`src/design/cp0_config.svh`:
```
`ifndef CP0_CONFIG_SVH
`define CP0_CONFIG_SVH

// Machine word, shared by CP0 and GPR data
`define CP0_DATA_WIDTH 32

// CP0 register numbers, all at select 0
`define CP0_REG_BADVADDR 5'd8
`define CP0_REG_COUNT    5'd9
`define CP0_REG_COMPARE  5'd11
`define CP0_REG_STATUS   5'd12
`define CP0_REG_CAUSE    5'd13
`define CP0_REG_EPC      5'd14

// Exception vector bases, picked by Status.BEV
`define CP0_VEC_BOOT_BASE   32'hBFC0_0200
`define CP0_VEC_NORMAL_BASE 32'h8000_0000

`define CP0_VEC_GENERAL_OFFSET 32'h0000_0180 // All general exceptions
`define CP0_VEC_SPECIAL_OFFSET 32'h0000_0200 // Interrupts when Cause.IV is set
`define CP0_RESET_VECTOR       32'hBFC0_0000

`endif

```
`src/design/cp0RegsPkg.sv`:
```
`default_nettype none

`include "cp0_config.svh"

package cp0RegsPkg;

    typedef logic [`CP0_DATA_WIDTH-1:0] dataT; // One CP0 or GPR word
    typedef logic [4:0] regIndexT;             // rd field of mfc0/mtc0

    // Cause.ExcCode values this core can raise
    typedef enum logic [4:0] {
        INT  = 5'd0,
        ADEL = 5'd4,  // Load or fetch address error
        ADES = 5'd5,  // Store address error
        SYS  = 5'd8,
        BP   = 5'd9,
        RI   = 5'd10,
        CPU  = 5'd11, // CP0 access from user mode
        OV   = 5'd12,
        TR   = 5'd13
    } excCodeT;

    // Status at architectural bit positions, reserved bits read zero
    typedef struct packed {
        logic [8:0] rsvd31;
        logic       bev;    // 22, boot vectors
        logic [5:0] rsvd21;
        logic [7:0] im;     // 15:8, interrupt mask
        logic [2:0] rsvd7;
        logic       um;     // 4, user mode
        logic [1:0] rsvd3;
        logic       exl;    // 1, exception level
        logic       ie;     // 0, global interrupt enable
    } statusT;

    typedef struct packed {
        logic       bd;      // 31, exception in delay slot
        logic [6:0] rsvd30;
        logic       iv;      // 23, special interrupt vector
        logic [6:0] rsvd22;
        logic [7:0] ip;      // 15:8, pending interrupts
        logic       rsvd7;
        excCodeT    excCode; // 6:2
        logic [1:0] rsvd1;
    } causeT;

endpackage

`default_nettype wire

```
`src/design/pipeExcPkg.sv`:
```
`default_nettype none

package pipeExcPkg;

    // Per-stage exception context from the pipeline registers
    typedef struct packed {
        cp0RegsPkg::dataT restartPc; // Branch PC when in a delay slot
        logic             isBd;
        logic             canErr;    // Stage or anything ahead may still fault
    } stageInfoT;

    // Raw exception strobes, one per cause
    typedef struct packed {
        logic adIf;
        logic adEl;
        logic adEs;
        logic ov;
        logic tr;
        logic sys;
        logic bp;
        logic ri;
    } excRaiseT;

    typedef struct packed {
        logic [3:0] stall; // IF=0, ID=1, EX=2, MEM=3
        logic [3:0] flush;
    } stageCtrlT;

    // CP0 instruction sitting in ID
    typedef struct packed {
        logic                 mfc0;
        logic                 mtc0;
        logic                 eret;
        cp0RegsPkg::regIndexT rd;
        logic [2:0]           sel;
        cp0RegsPkg::dataT     writeData;
    } cp0AccessT;

    // Exception committed into CP0 at the next edge
    typedef struct packed {
        logic                valid;
        cp0RegsPkg::excCodeT code;
        cp0RegsPkg::dataT    epc;
        logic                isBd;
        cp0RegsPkg::dataT    badAddr;
        logic                loadBadAddr; // Only address errors update BadVAddr
    } excTakeT;

endpackage

`default_nettype wire

```
`src/design/exceptionArbiter.sv`:
```
`timescale 1ns/1ps
`default_nettype none

module exceptionArbiter (
    input  wire logic                  clock,
    input  wire logic                  reset,
    input  wire pipeExcPkg::cp0AccessT access,
    input  wire pipeExcPkg::excRaiseT  raise,
    input  wire pipeExcPkg::stageInfoT idInfo,
    input  wire pipeExcPkg::stageInfoT exInfo,
    input  wire pipeExcPkg::stageInfoT memInfo,
    input  wire logic                  ifIsBd,
    input  wire logic                  ifCanErr,
    input  wire cp0RegsPkg::dataT      badAddrIf,
    input  wire cp0RegsPkg::dataT      badAddrMem,
    input  wire logic                  ifStall,
    input  wire logic                  idStall,
    input  wire logic                  cp0Usable,
    input  wire logic                  intRequest,
    output pipeExcPkg::stageCtrlT      control,
    output pipeExcPkg::excTakeT        take,
    output logic                       writeCommit,
    output logic                       eretCommit,
    output logic                       anyException,
    output logic                       anyReady
);

    logic       cpU;       // Privileged CP0 op in user mode
    logic       resetDelay;
    logic [3:0] detect;    // Bit per stage with MEM at 3
    logic [3:0] fwdDetect; // Some stage ahead has an exception
    logic [3:0] mask;      // Stage must wait for the stages ahead
    logic [3:0] hold;      // Exceptions plus CP0 writes that may need to wait
    logic [3:0] ready;
    cp0RegsPkg::excCodeT code;

    always_ff @(posedge clock) begin
        resetDelay <= reset; // Keeps IF flushed on the first fetch after reset
    end

    assign cpU = (access.mfc0 | access.mtc0 | access.eret) & ~cp0Usable;

    assign detect[3] = raise.adEl | raise.adEs | raise.tr;
    assign detect[2] = raise.ov;
    assign detect[1] = raise.sys | raise.bp | raise.ri | cpU | intRequest; // Interrupts enter in ID
    assign detect[0] = raise.adIf;

    assign fwdDetect = {1'b0, detect[3], |detect[3:2], |detect[3:1]};

    // Stages wait on forward canErr and IF also waits for an interrupt to go first
    assign mask[3] = ifStall;
    assign mask[2] = ifStall | memInfo.canErr;
    assign mask[1] = ifStall | memInfo.canErr | exInfo.canErr;
    assign mask[0] = memInfo.canErr | exInfo.canErr | idInfo.canErr | intRequest;

    assign hold = {detect[3:2], detect[1] | access.mtc0 | access.eret, detect[0]};

    assign control.stall = hold & mask & ~fwdDetect; // A forward exception flushes instead
    assign ready         = detect & ~mask & ~fwdDetect & {4{~idStall}};

    assign control.flush[3:1] = detect[3:1] | fwdDetect[3:1];
    assign control.flush[0]   = detect[0] | fwdDetect[0] | eretCommit | resetDelay;

    // A flushed ID never writes CP0
    assign writeCommit  = access.mtc0 & cp0Usable & ~idStall & ~control.flush[1];
    assign eretCommit   = access.eret & ~idStall;
    // Any cause that outranks a plain interrupt
    assign anyException = |detect[3:2] | detect[0] | raise.sys | raise.bp | raise.ri | cpU;
    assign anyReady     = |ready;

    // Forward-most cause first and interrupt last
    always_comb begin
        if      (raise.adEl) code = cp0RegsPkg::ADEL;
        else if (raise.adEs) code = cp0RegsPkg::ADES;
        else if (raise.tr)   code = cp0RegsPkg::TR;
        else if (raise.ov)   code = cp0RegsPkg::OV;
        else if (raise.sys)  code = cp0RegsPkg::SYS;
        else if (raise.bp)   code = cp0RegsPkg::BP;
        else if (raise.ri)   code = cp0RegsPkg::RI;
        else if (cpU)        code = cp0RegsPkg::CPU;
        else if (raise.adIf) code = cp0RegsPkg::ADEL; // Fetch error reports as AdEL
        else                 code = cp0RegsPkg::INT;
    end

    always_comb begin
        take       = '0;
        take.valid = anyReady;
        take.code  = code;
        if (ready[3]) begin
            take.epc         = memInfo.restartPc;
            take.isBd        = memInfo.isBd;
            take.badAddr     = badAddrMem;
            take.loadBadAddr = raise.adEl | raise.adEs; // Not for traps
        end else if (ready[2]) begin
            take.epc  = exInfo.restartPc;
            take.isBd = exInfo.isBd;
        end else if (ready[1]) begin
            take.epc  = idInfo.restartPc;
            take.isBd = idInfo.isBd;
        end else if (ready[0]) begin
            take.epc         = badAddrIf; // Faulting fetch PC
            take.isBd        = ifIsBd;
            take.badAddr     = badAddrIf;
            take.loadBadAddr = 1'b1;
        end
    end

    // Priority plus masking must leave a single stage to commit
    oneReady: assert property (@(posedge clock) disable iff (reset) $onehot0(ready));

    // Fetch unit only faults when it has flagged the risk to the stages behind
    fetchErrFlagged: assert property (@(posedge clock) disable iff (reset)
        raise.adIf |-> ifCanErr);

endmodule

`default_nettype wire

```
`src/design/cp0RegisterFile.sv`:
```
`timescale 1ns/1ps
`default_nettype none

`include "cp0_config.svh"

module cp0RegisterFile (
    input  wire logic                  clock,
    input  wire logic                  reset,
    input  wire pipeExcPkg::cp0AccessT access,
    input  wire pipeExcPkg::excTakeT   take,
    input  wire logic                  writeCommit,
    input  wire logic                  eretCommit,
    input  wire logic                  idIsFlushed,
    input  wire logic [4:0]            hwInt,
    output cp0RegsPkg::dataT           readData,
    output cp0RegsPkg::statusT         status,
    output logic                       causeIv,
    output cp0RegsPkg::dataT           epc,
    output logic [7:0]                 pending,
    output logic                       cp0Usable,
    output logic                       kernelMode,
    output logic                       intRequest
);

    cp0RegsPkg::causeT cause;
    cp0RegsPkg::dataT  count;
    cp0RegsPkg::dataT  compare;
    cp0RegsPkg::dataT  badVAddr;
    cp0RegsPkg::dataT  wData;
    logic              wrSel0;
    logic              timerHit;

    assign wData    = access.writeData;
    assign wrSel0   = writeCommit & (access.sel == 3'd0); // Only select 0 is writable
    assign timerHit = count == compare;

    assign kernelMode = ~status.um | status.exl;
    assign cp0Usable  = kernelMode;
    assign intRequest = status.ie & |(cause.ip & status.im) & ~status.exl & ~idIsFlushed;
    assign pending    = cause.ip;
    assign causeIv    = cause.iv;

    always_ff @(posedge clock) begin
        if (reset) begin
            status <= '{bev: 1'b1, default: '0}; // Boot vectors until software moves them
        end else if (take.valid) begin
            status.exl <= 1'b1;
        end else if (wrSel0 && access.rd == `CP0_REG_STATUS) begin
            status.bev <= wData[22];
            status.im  <= wData[15:8];
            status.um  <= wData[4];
            status.exl <= wData[1];
            status.ie  <= wData[0];
        end else if (eretCommit) begin
            status.exl <= 1'b0;
        end
    end

    always_ff @(posedge clock) begin
        if (reset) begin
            cause <= '0;
        end else begin
            // Timer line is sticky until Compare is rewritten
            if (wrSel0 && access.rd == `CP0_REG_COMPARE)
                cause.ip[7] <= 1'b0;
            else if (timerHit)
                cause.ip[7] <= 1'b1;
            cause.ip[6:2] <= hwInt; // Level sampled, one cycle late
            if (wrSel0 && access.rd == `CP0_REG_CAUSE) begin
                cause.iv      <= wData[23];
                cause.ip[1:0] <= wData[9:8]; // Software interrupts
            end
            if (take.valid) begin
                cause.excCode <= take.code;
                if (!status.exl)
                    cause.bd <= take.isBd; // Nested exception keeps the first BD
            end
        end
    end

    always_ff @(posedge clock) begin
        if (reset) begin
            count   <= '0;
            compare <= '0;
        end else begin
            if (wrSel0 && access.rd == `CP0_REG_COUNT)
                count <= wData;
            else
                count <= count + 1'b1;
            if (wrSel0 && access.rd == `CP0_REG_COMPARE)
                compare <= wData;
        end
    end

    always_ff @(posedge clock) begin
        if (take.valid && !status.exl)
            epc <= take.epc;
        else if (wrSel0 && access.rd == `CP0_REG_EPC)
            epc <= wData;
        if (take.valid && take.loadBadAddr)
            badVAddr <= take.badAddr;
    end

    // mfc0 read, unimplemented registers and selects read zero
    always_comb begin
        readData = '0;
        if (access.mfc0 && cp0Usable && access.sel == 3'd0) begin
            case (access.rd)
                `CP0_REG_BADVADDR: readData = badVAddr;
                `CP0_REG_COUNT:    readData = count;
                `CP0_REG_COMPARE:  readData = compare;
                `CP0_REG_STATUS:   readData = status;
                `CP0_REG_CAUSE:    readData = cause;
                `CP0_REG_EPC:      readData = epc;
                default:           readData = '0;
            endcase
        end
    end

    // Arbiter blocks mtc0 whenever it commits an exception
    noWriteOnTake: assert property (@(posedge clock) disable iff (reset)
        !(take.valid && writeCommit));

endmodule

`default_nettype wire

```
`src/design/exceptionVector.sv`:
```
`timescale 1ns/1ps
`default_nettype none

`include "cp0_config.svh"

module exceptionVector (
    input  wire logic               reset,
    input  wire logic               eretCommit,
    input  wire logic               anyException,
    input  wire logic               anyReady,
    input  wire cp0RegsPkg::statusT status,
    input  wire logic               causeIv,
    input  wire cp0RegsPkg::dataT   epc,
    input  wire logic               intRequest,
    output cp0RegsPkg::dataT        excPc,
    output logic                    excPcSel
);

    cp0RegsPkg::dataT base;

    assign base = status.bev ? `CP0_VEC_BOOT_BASE : `CP0_VEC_NORMAL_BASE;

    always_comb begin
        if (reset)
            excPc = `CP0_RESET_VECTOR;
        else if (eretCommit)
            excPc = epc; // Return from handler
        else if (intRequest && causeIv && !anyException)
            excPc = base + `CP0_VEC_SPECIAL_OFFSET; // Dedicated interrupt entry
        else
            excPc = base + `CP0_VEC_GENERAL_OFFSET;
    end

    // Redirect only when something actually commits
    assign excPcSel = reset | eretCommit | anyReady;

endmodule

`default_nettype wire

```
`src/design/cpZero.sv`:
```
`timescale 1ns/1ps
`default_nettype none

module cpZero (
    input  wire logic                  clock,
    input  wire logic                  reset,
    input  wire pipeExcPkg::cp0AccessT access,
    input  wire pipeExcPkg::excRaiseT  raise,
    input  wire pipeExcPkg::stageInfoT idInfo,
    input  wire pipeExcPkg::stageInfoT exInfo,
    input  wire pipeExcPkg::stageInfoT memInfo,
    input  wire logic                  ifIsBd,
    input  wire logic                  ifCanErr,
    input  wire cp0RegsPkg::dataT      badAddrIf,
    input  wire cp0RegsPkg::dataT      badAddrMem,
    input  wire logic                  ifStall,
    input  wire logic                  idStall,
    input  wire logic                  idIsFlushed,
    input  wire logic [4:0]            hwInt,
    output cp0RegsPkg::dataT           readData,
    output logic                       kernelMode,
    output pipeExcPkg::stageCtrlT      control,
    output cp0RegsPkg::dataT           excPc,
    output logic                       excPcSel,
    output logic [7:0]                 pending
);

    pipeExcPkg::excTakeT take;
    cp0RegsPkg::statusT  status;
    cp0RegsPkg::dataT    epc;
    logic                cp0Usable;
    logic                intRequest;
    logic                writeCommit;
    logic                eretCommit;
    logic                anyException;
    logic                anyReady;
    logic                causeIv;

    exceptionArbiter exceptionArbiter_inst (
        .clock, .reset, .access, .raise, .idInfo, .exInfo, .memInfo,
        .ifIsBd, .ifCanErr, .badAddrIf, .badAddrMem, .ifStall, .idStall,
        .cp0Usable, .intRequest, .control, .take, .writeCommit, .eretCommit,
        .anyException, .anyReady
    );

    cp0RegisterFile cp0RegisterFile_inst (
        .clock, .reset, .access, .take, .writeCommit, .eretCommit, .idIsFlushed,
        .hwInt, .readData, .status, .causeIv, .epc, .pending, .cp0Usable,
        .kernelMode, .intRequest
    );

    exceptionVector exceptionVector_inst (
        .reset, .eretCommit, .anyException, .anyReady, .status, .causeIv,
        .epc, .intRequest, .excPc, .excPcSel
    );

endmodule

`default_nettype wire

```
`config.mk`:
```
export PLATFORM = sky130hd
export DESIGN_NAME = cpZero
export DESIGN_NICKNAME = d
export VERILOG_FILES = /design/src/design/cp0RegsPkg.sv /design/src/design/pipeExcPkg.sv /design/src/design/exceptionArbiter.sv /design/src/design/cp0RegisterFile.sv /design/src/design/exceptionVector.sv /design/src/design/cpZero.sv
export VERILOG_INCLUDE_DIRS = /design/src /design/src/design
export SDC_FILE = /design/constraint.sdc
export NUM_CORES = 1
export LEC_CHECK = 0
export BUFFER_PORTS_ARGS = -buffer_cell sky130_fd_sc_hd__buf_2
export CORE_ASPECT_RATIO = 0.6
export CORE_MARGIN = 2
export CORE_UTILIZATION = 40
export CTS_BUF_LIST = sky130_fd_sc_hd__clkbuf_4 sky130_fd_sc_hd__clkbuf_8
export DETAILED_ROUTE_END_ITERATION = 10
export PLACE_DENSITY_LB_ADDON = 0.2
export SKIP_LAST_GASP = 1
export SYNTH_ARGS = -nofsm -noshare
export SYNTH_HDL_FRONTEND = slang
export SYNTH_SLANG_ARGS = --single-unit
export TNS_END_PERCENT = 100
```
`constraint.sdc`:
```
create_clock -name clock -period 4.5 [get_ports clock]
set_input_delay 0.9 -clock clock [delete_from_list [all_inputs] [get_ports clock]]
set_output_delay 0.9 -clock clock [all_outputs]
set_load 0.01 [all_outputs]
```
* Word level (Yosys, flattened, before mapping)
Index checks and enable logic that the tools add are counted.
** Operators by class
- Equal/unequal tests :: 7
- Reduce and logical (&&, ||, !) cells :: 23
- $add $sub $neg :: 3
- Bitwise logic cells :: 51
- Multiplexer cells :: 27
** Operator list (count)
- $mux W32 :: 7
- $pmux W32 S6 :: 1
- $mux W33 :: 4
- $mux W66 :: 2
- $mux W5 :: 8
- $add A32 B1 Y32 const B :: 1
- $add A32 B10 Y32 const B :: 1
- $add A32 B9 Y32 const B :: 1
- $eq A32 B32 Y1 :: 1
- $eq A5 B4 Y1 const B :: 6
- $mux W30 :: 1
- $or A1 B1 Y1 :: 26
- $and A4 B4 Y4 :: 5
- $logic_and A1 B1 Y1 :: 11
- $and A1 B1 Y1 :: 9
- $and A8 B8 Y8 :: 1
- $reduce_or A8 Y1 :: 1
- $not A1 Y1 :: 7
- $not A3 Y4 :: 1
- $not A4 Y4 :: 1
- $reduce_and A2 Y1 :: 2
- $reduce_or A2 Y1 :: 2
- $reduce_or A4 Y1 :: 1
- $logic_not A3 Y1 :: 1
- other kinds (7) :: 10
** Storage, ports and cells
- Input bits :: 229
- Output and inout port bits :: 82
- Bits in registers :: 156
- Logic and storage cells :: 127

* Depth between registers and ports, before layout
- Word-level depth :: 15
- Depth in mapped cells :: 9
- Mapped depth without buffers :: 7

* Hierarchy
A second synthesis with hierarchy kept.
** Unflattened totals
- Cell total of the unflattened synthesis :: 1093
- Area total of the unflattened synthesis :: 9511.6 um^2
** By module, submodules not included
- cp0RegisterFile :: sequential area each 3743.6 um^2, instances 1, area each 7564.8 um^2, cells an instance 743
- exceptionArbiter :: sequential area each 20.0 um^2, instances 1, area each 1604.0 um^2, cells an instance 294
- exceptionVector :: sequential area each 0.0 um^2, instances 1, area each 342.8 um^2, cells an instance 56

* Worst setup path before layout
OpenSTA, ideal clock, no wires.
- Path kind :: input port to flip-flop
- Start point :: input raise[4] (netlist bit)
- End point :: register cp0RegisterFile_inst.epc[0] (enable)
- Data arrival time :: 3631 ps
- Stages on the path :: 6
- Path slack :: 436 ps
- Data required time :: 4067 ps
- Setup time :: 433 ps
- Path buffers :: 1
- Cell sequence :: nor4_4 -> inv_1 -> a211oi_4 -> o2111ai_1 -> buf_2 -> o22ai_1
** Between the ends
- Cells in the longest elaborated chain, start to end :: 7
- Elaborated cells between the ends (all ways) :: 14
- Classes of those cells :: bitwise (8); reduce/logical (6)
** RTL lines
- start: declaration :: line cpZero.sv:8 : input wire pipeExcPkg::excRaiseT raise,
- $reduce_or A3 Y1 / $reduce_or A2 Y1 (equally long branches) :: line exceptionArbiter.sv:48 : assign fwdDetect = {1'b0, detect[3], |detect[3:2], |detect[3:1]};
- $not A3 Y4 / $or A3 B2 Y3 (equally long branches) :: line exceptionArbiter.sv:59, exceptionArbiter.sv:61
- $and A4 B4 Y4 / $not A1 Y1 (equally long branches) :: line exceptionArbiter.sv:59, exceptionArbiter.sv:65
- $and A4 B4 Y4 / $and A1 B1 Y1 (equally long branches) :: line exceptionArbiter.sv:59, exceptionArbiter.sv:65
- $reduce_or A4 Y1 / $and A1 B1 Y1 (equally long branches) :: line exceptionArbiter.sv:69, cp0RegisterFile.sv:34
- $logic_and A1 B1 Y1 (on tied branches)
- $reduce_bool A2 Y1 (no line) *
- end signal: assignment :: line cp0RegisterFile.sv:97 : epc <= take.epc;
- end signal: assignment :: line cp0RegisterFile.sv:99 : epc <= wData;
- end: declaration :: line cp0RegisterFile.sv:18 : output cp0RegsPkg::dataT epc,
Every way passes the cells marked *; elsewhere a longest branch is shown, timed or not.
A chain may end at the register's enable or synchronous reset.

* Worst setup path in the final report
- Start point :: register, netlist name cp0RegisterFile_inst.status[1]
- End point :: output readData[28]
** Between the ends
- Cells in the longest elaborated chain, start to end :: 4
** RTL lines
- $or A1 B1 Y1 :: line cp0RegisterFile.sv:37 : assign kernelMode = ~status.um | status.exl;
- $logic_and A1 B1 Y1 (2 in series) :: line cp0RegisterFile.sv:107 : if (access.mfc0 && cp0Usable && access.sel == 3'd0) begin
- $mux W32 :: line cp0RegisterFile.sv:107
- end: declaration :: line cpZero.sv:20 : output cp0RegsPkg::dataT readData,
No other way between the ends.

==> out/results.ini <==
[setup_path]
critPathArrivalTime_ps=3250
cpMaxStageDelayCell=a211o_1
r2r-start=cp0RegisterFile_inst.status[1]
end_kind=primary output
cp.required_ps=3600
cp_cell_sequence=and2b_1, nor4_1, nand2_1, buf_4, a211o_1, nor2_1, buf_2
rr_endpoint=cp0RegisterFile_inst.epc[19]
reg2reg_slack_ps=1340
crit_family=simple AND/OR/NAND/NOR gates
cp_max_fo=23
worstSetupPathType=flop to primary output
cpPeakStageDelay_ps=610
worst-path-buf-inv=2
rr_worst_depth=8
cp-start-kind=flop

[min_path]
min_from=cp0RegisterFile_inst.compare[31]
hold_depth=2
min_path_type=flop to flop
holdPathEnd=cp0RegisterFile_inst.compare[31]

[timing]
fmax_ghz=0.2408
finalSetupTns_ps=0
setup_viol=0
final.period_utilization=0.9229
fin_worst_skew_ps=24.01
min_period_ps=4153
slew_viol_final=0
tightest_slew_ps=1054
finalHoldViolCount=0
rsz0062_at_grt=no
relSlewSlack=0.2972

[grt]
grt_use_total=0.2994
antenna_found_initial=0
grt_pass1_vias=9414
grt_pass1_wl_um=56190
grt_max_degree=67
grt.overflow.total=0

[clock_tree]
clock_sinks=155
clk_path_buf_depth=2
root_buffer=clkbuf_8
post_cts_buffers=0
cts-hold-fix-buffers=0
path_clk_slew_ps=110
cts_tree=built
cts_made_buffers=17
clock_latency_ps=460
htree_num_levels=4
cts-resized-gates=0

[floorplan]
start_util=0.4084
die_area_um2=24960
fp.dieW_um=202.6
core_um2=23190
dieHeight_um=123.2
rows=43
boundaryPins=311

[pwr]
power_leakage_nw=4.343
ir_worst_vdd_v=0.0001601
finalPower_mw=3.056
power_density_nw_per_um2=260.9

[finish]
nFillCells=2288
drive_gt1_frac=0.2745
post-route-util=0.5050
area_growth_pct=23.66
final_common_cell=buf_2
stdcell_count=1736
mostFrequentLayoutCells=308 x buf_2, 178 x nor2_1, 137 x a21oi_1
finalNetCount=1639
antenna_cells=0
fin_area_um2=11710

[placed_design]
post-dp-hpwl_um=28630
placed_cell_area_um2=11320
place_inst=1704
numPortBuffers=309
place_congestion=0.9289

[drt]
vias=9953
wl_um=37260
routedWlPerCell_um=21.46
first_pass_iters=5
drt_iter0_drc=944
ant_nets=0
viasPerCell=5.733
drc=0

[synth]
synth-edff-count=64
synth-async-reset-ratio=0
yosys.area.top_type_share=0.2029
syn-num-nets=1376
yosys.area.top_type=edfxtp_1
synth_area_leaders=edfxtp_1 20%, dfxtp_1 19%, a21oi_1 7.2%, nor2_1 7.1%, xnor2_1 5.3%
synth_area_um2=9470
ys_warn_count=0
avgSynthCellArea_um2=8.271
ys.flop_type=dfxtp_1
ys_ff_latch=155
synth_cell_types=57
syn_inst=1145
synth-seq-area-share=0.3953

[status]
outcome=completed

[run]
max-cap-violations=0

==> cells in the mapped netlist, types with 19 or more instances <==
| library cell | number |
|---|---|
| edfxtp_1 | 64 |
| dfxtp_1 | 91 |
| mux2i_1 | 46 |
| a221oi_1 | 32 |
| xnor2_1 | 57 |
| a211oi_1 | 28 |
| a22o_1 | 32 |
| nand2b_1 | 25 |
| a21oi_1 | 137 |
| o22ai_1 | 31 |
| and2_1 | 19 |
| nor2_1 | 179 |
| o21ai_0 | 55 |
| nand2_1 | 99 |
| clkbuf_1 | 60 |
==> logic make-up after synthesis <==
| kind of cell | synth area share |
|---|---|
| flops | 0.3953 |
| compound gates | 0.2423 |
| simple gates | 0.2027 |
| fa+ha+maj | 0.002642 |
| mux | 0.04862 |
| xor+xnor | 0.05826 |
| buf+inv | 0.05020 |
==> metal layers <==
| layer | vias to the layer above | track usage | wire length, µm |
|---|---|---|---|
| met5 | - | 0 | 0 |
| met4 | 0 | 0.09443 | 837 |
| met3 | 53 | 0.06853 | 3755 |
| met2 | 550 | 0.4570 | 16000 |
| met1 | 4698 | 0.4217 | 16670 |
| li1 | 4652 | - | - |
==> worst max path at each step <==
stage	slack (ps)	cells after the start	startpoint	endpoint
after floorplan	440	6	raise[4]	cp0RegisterFile_inst.epc[0]
after CTS	390	7	cp0RegisterFile_inst.status[1]	readData[5]
after detailed placement	650	9	raise[4]	excPc[9]
after global routing	130	7	cp0RegisterFile_inst.status[1]	readData[30]
after global placement	670	9	raise[4]	excPc[9]
final	350	7	cp0RegisterFile_inst.status[1]	readData[28]
==> state kept, by name, summed over array words and instances (netlist names) <==
| signal | cells |
|---|---|
| cp0RegisterFile_inst.compare | 32 |
| cp0RegisterFile_inst.status | 12 |
| cp0RegisterFile_inst.cause | 5 |
| cp0RegisterFile_inst.badVAddr | 32 |
| exceptionArbiter_inst.resetDelay | 1 |
| cp0RegisterFile_inst.causeIv | 1 |
| cp0RegisterFile_inst.pending | 8 |
| cp0RegisterFile_inst.epc | 32 |
| cp0RegisterFile_inst.count | 32 |
==> per-stage QoR <==
stage / hold slack [ps] / worst slack [ps]
after detailed placement: 470.7 / 652.8
after global routing: 507.4 / 129.8
after CTS: 481.0 / 390.4
final: 480.0 / 346.9
after floorplan: 457.0 / 435.9
after global placement: 464.2 / 670.1
==> worst reg2reg max path: cells and delay by family, from the launching register on <==
| family | cells | cell delay (ps) |
|---|---|---|
| buffers and inverters | 2 | 740 |
| AO/OA/AOI/OAI | 4 | 910 |
| AND/OR/NAND/NOR | 2 | 660 |
| flip-flops | 1 | 570 |
==> power by group <==
group	total, mW	internal [mW]	switching (mW)
Combinational	0.442	0.180	0.263
Sequential	1.54	1.51	0.0263
Clock	1.07	0.510	0.564
==> final cells by class <==
cell class,count,area (µm²),area share
multi-input cells,880,5321,0.4544
well taps,315,394.1,0.03365
inverters,14,52.55,0.004487
flip-flops and latches,155,3744,0.3197
repair buffers,340,1807,0.1543
clock buffers,19,249.0,0.02126
clock inverters,13,143.9,0.01229
Power figures use the tool's default switching activity.
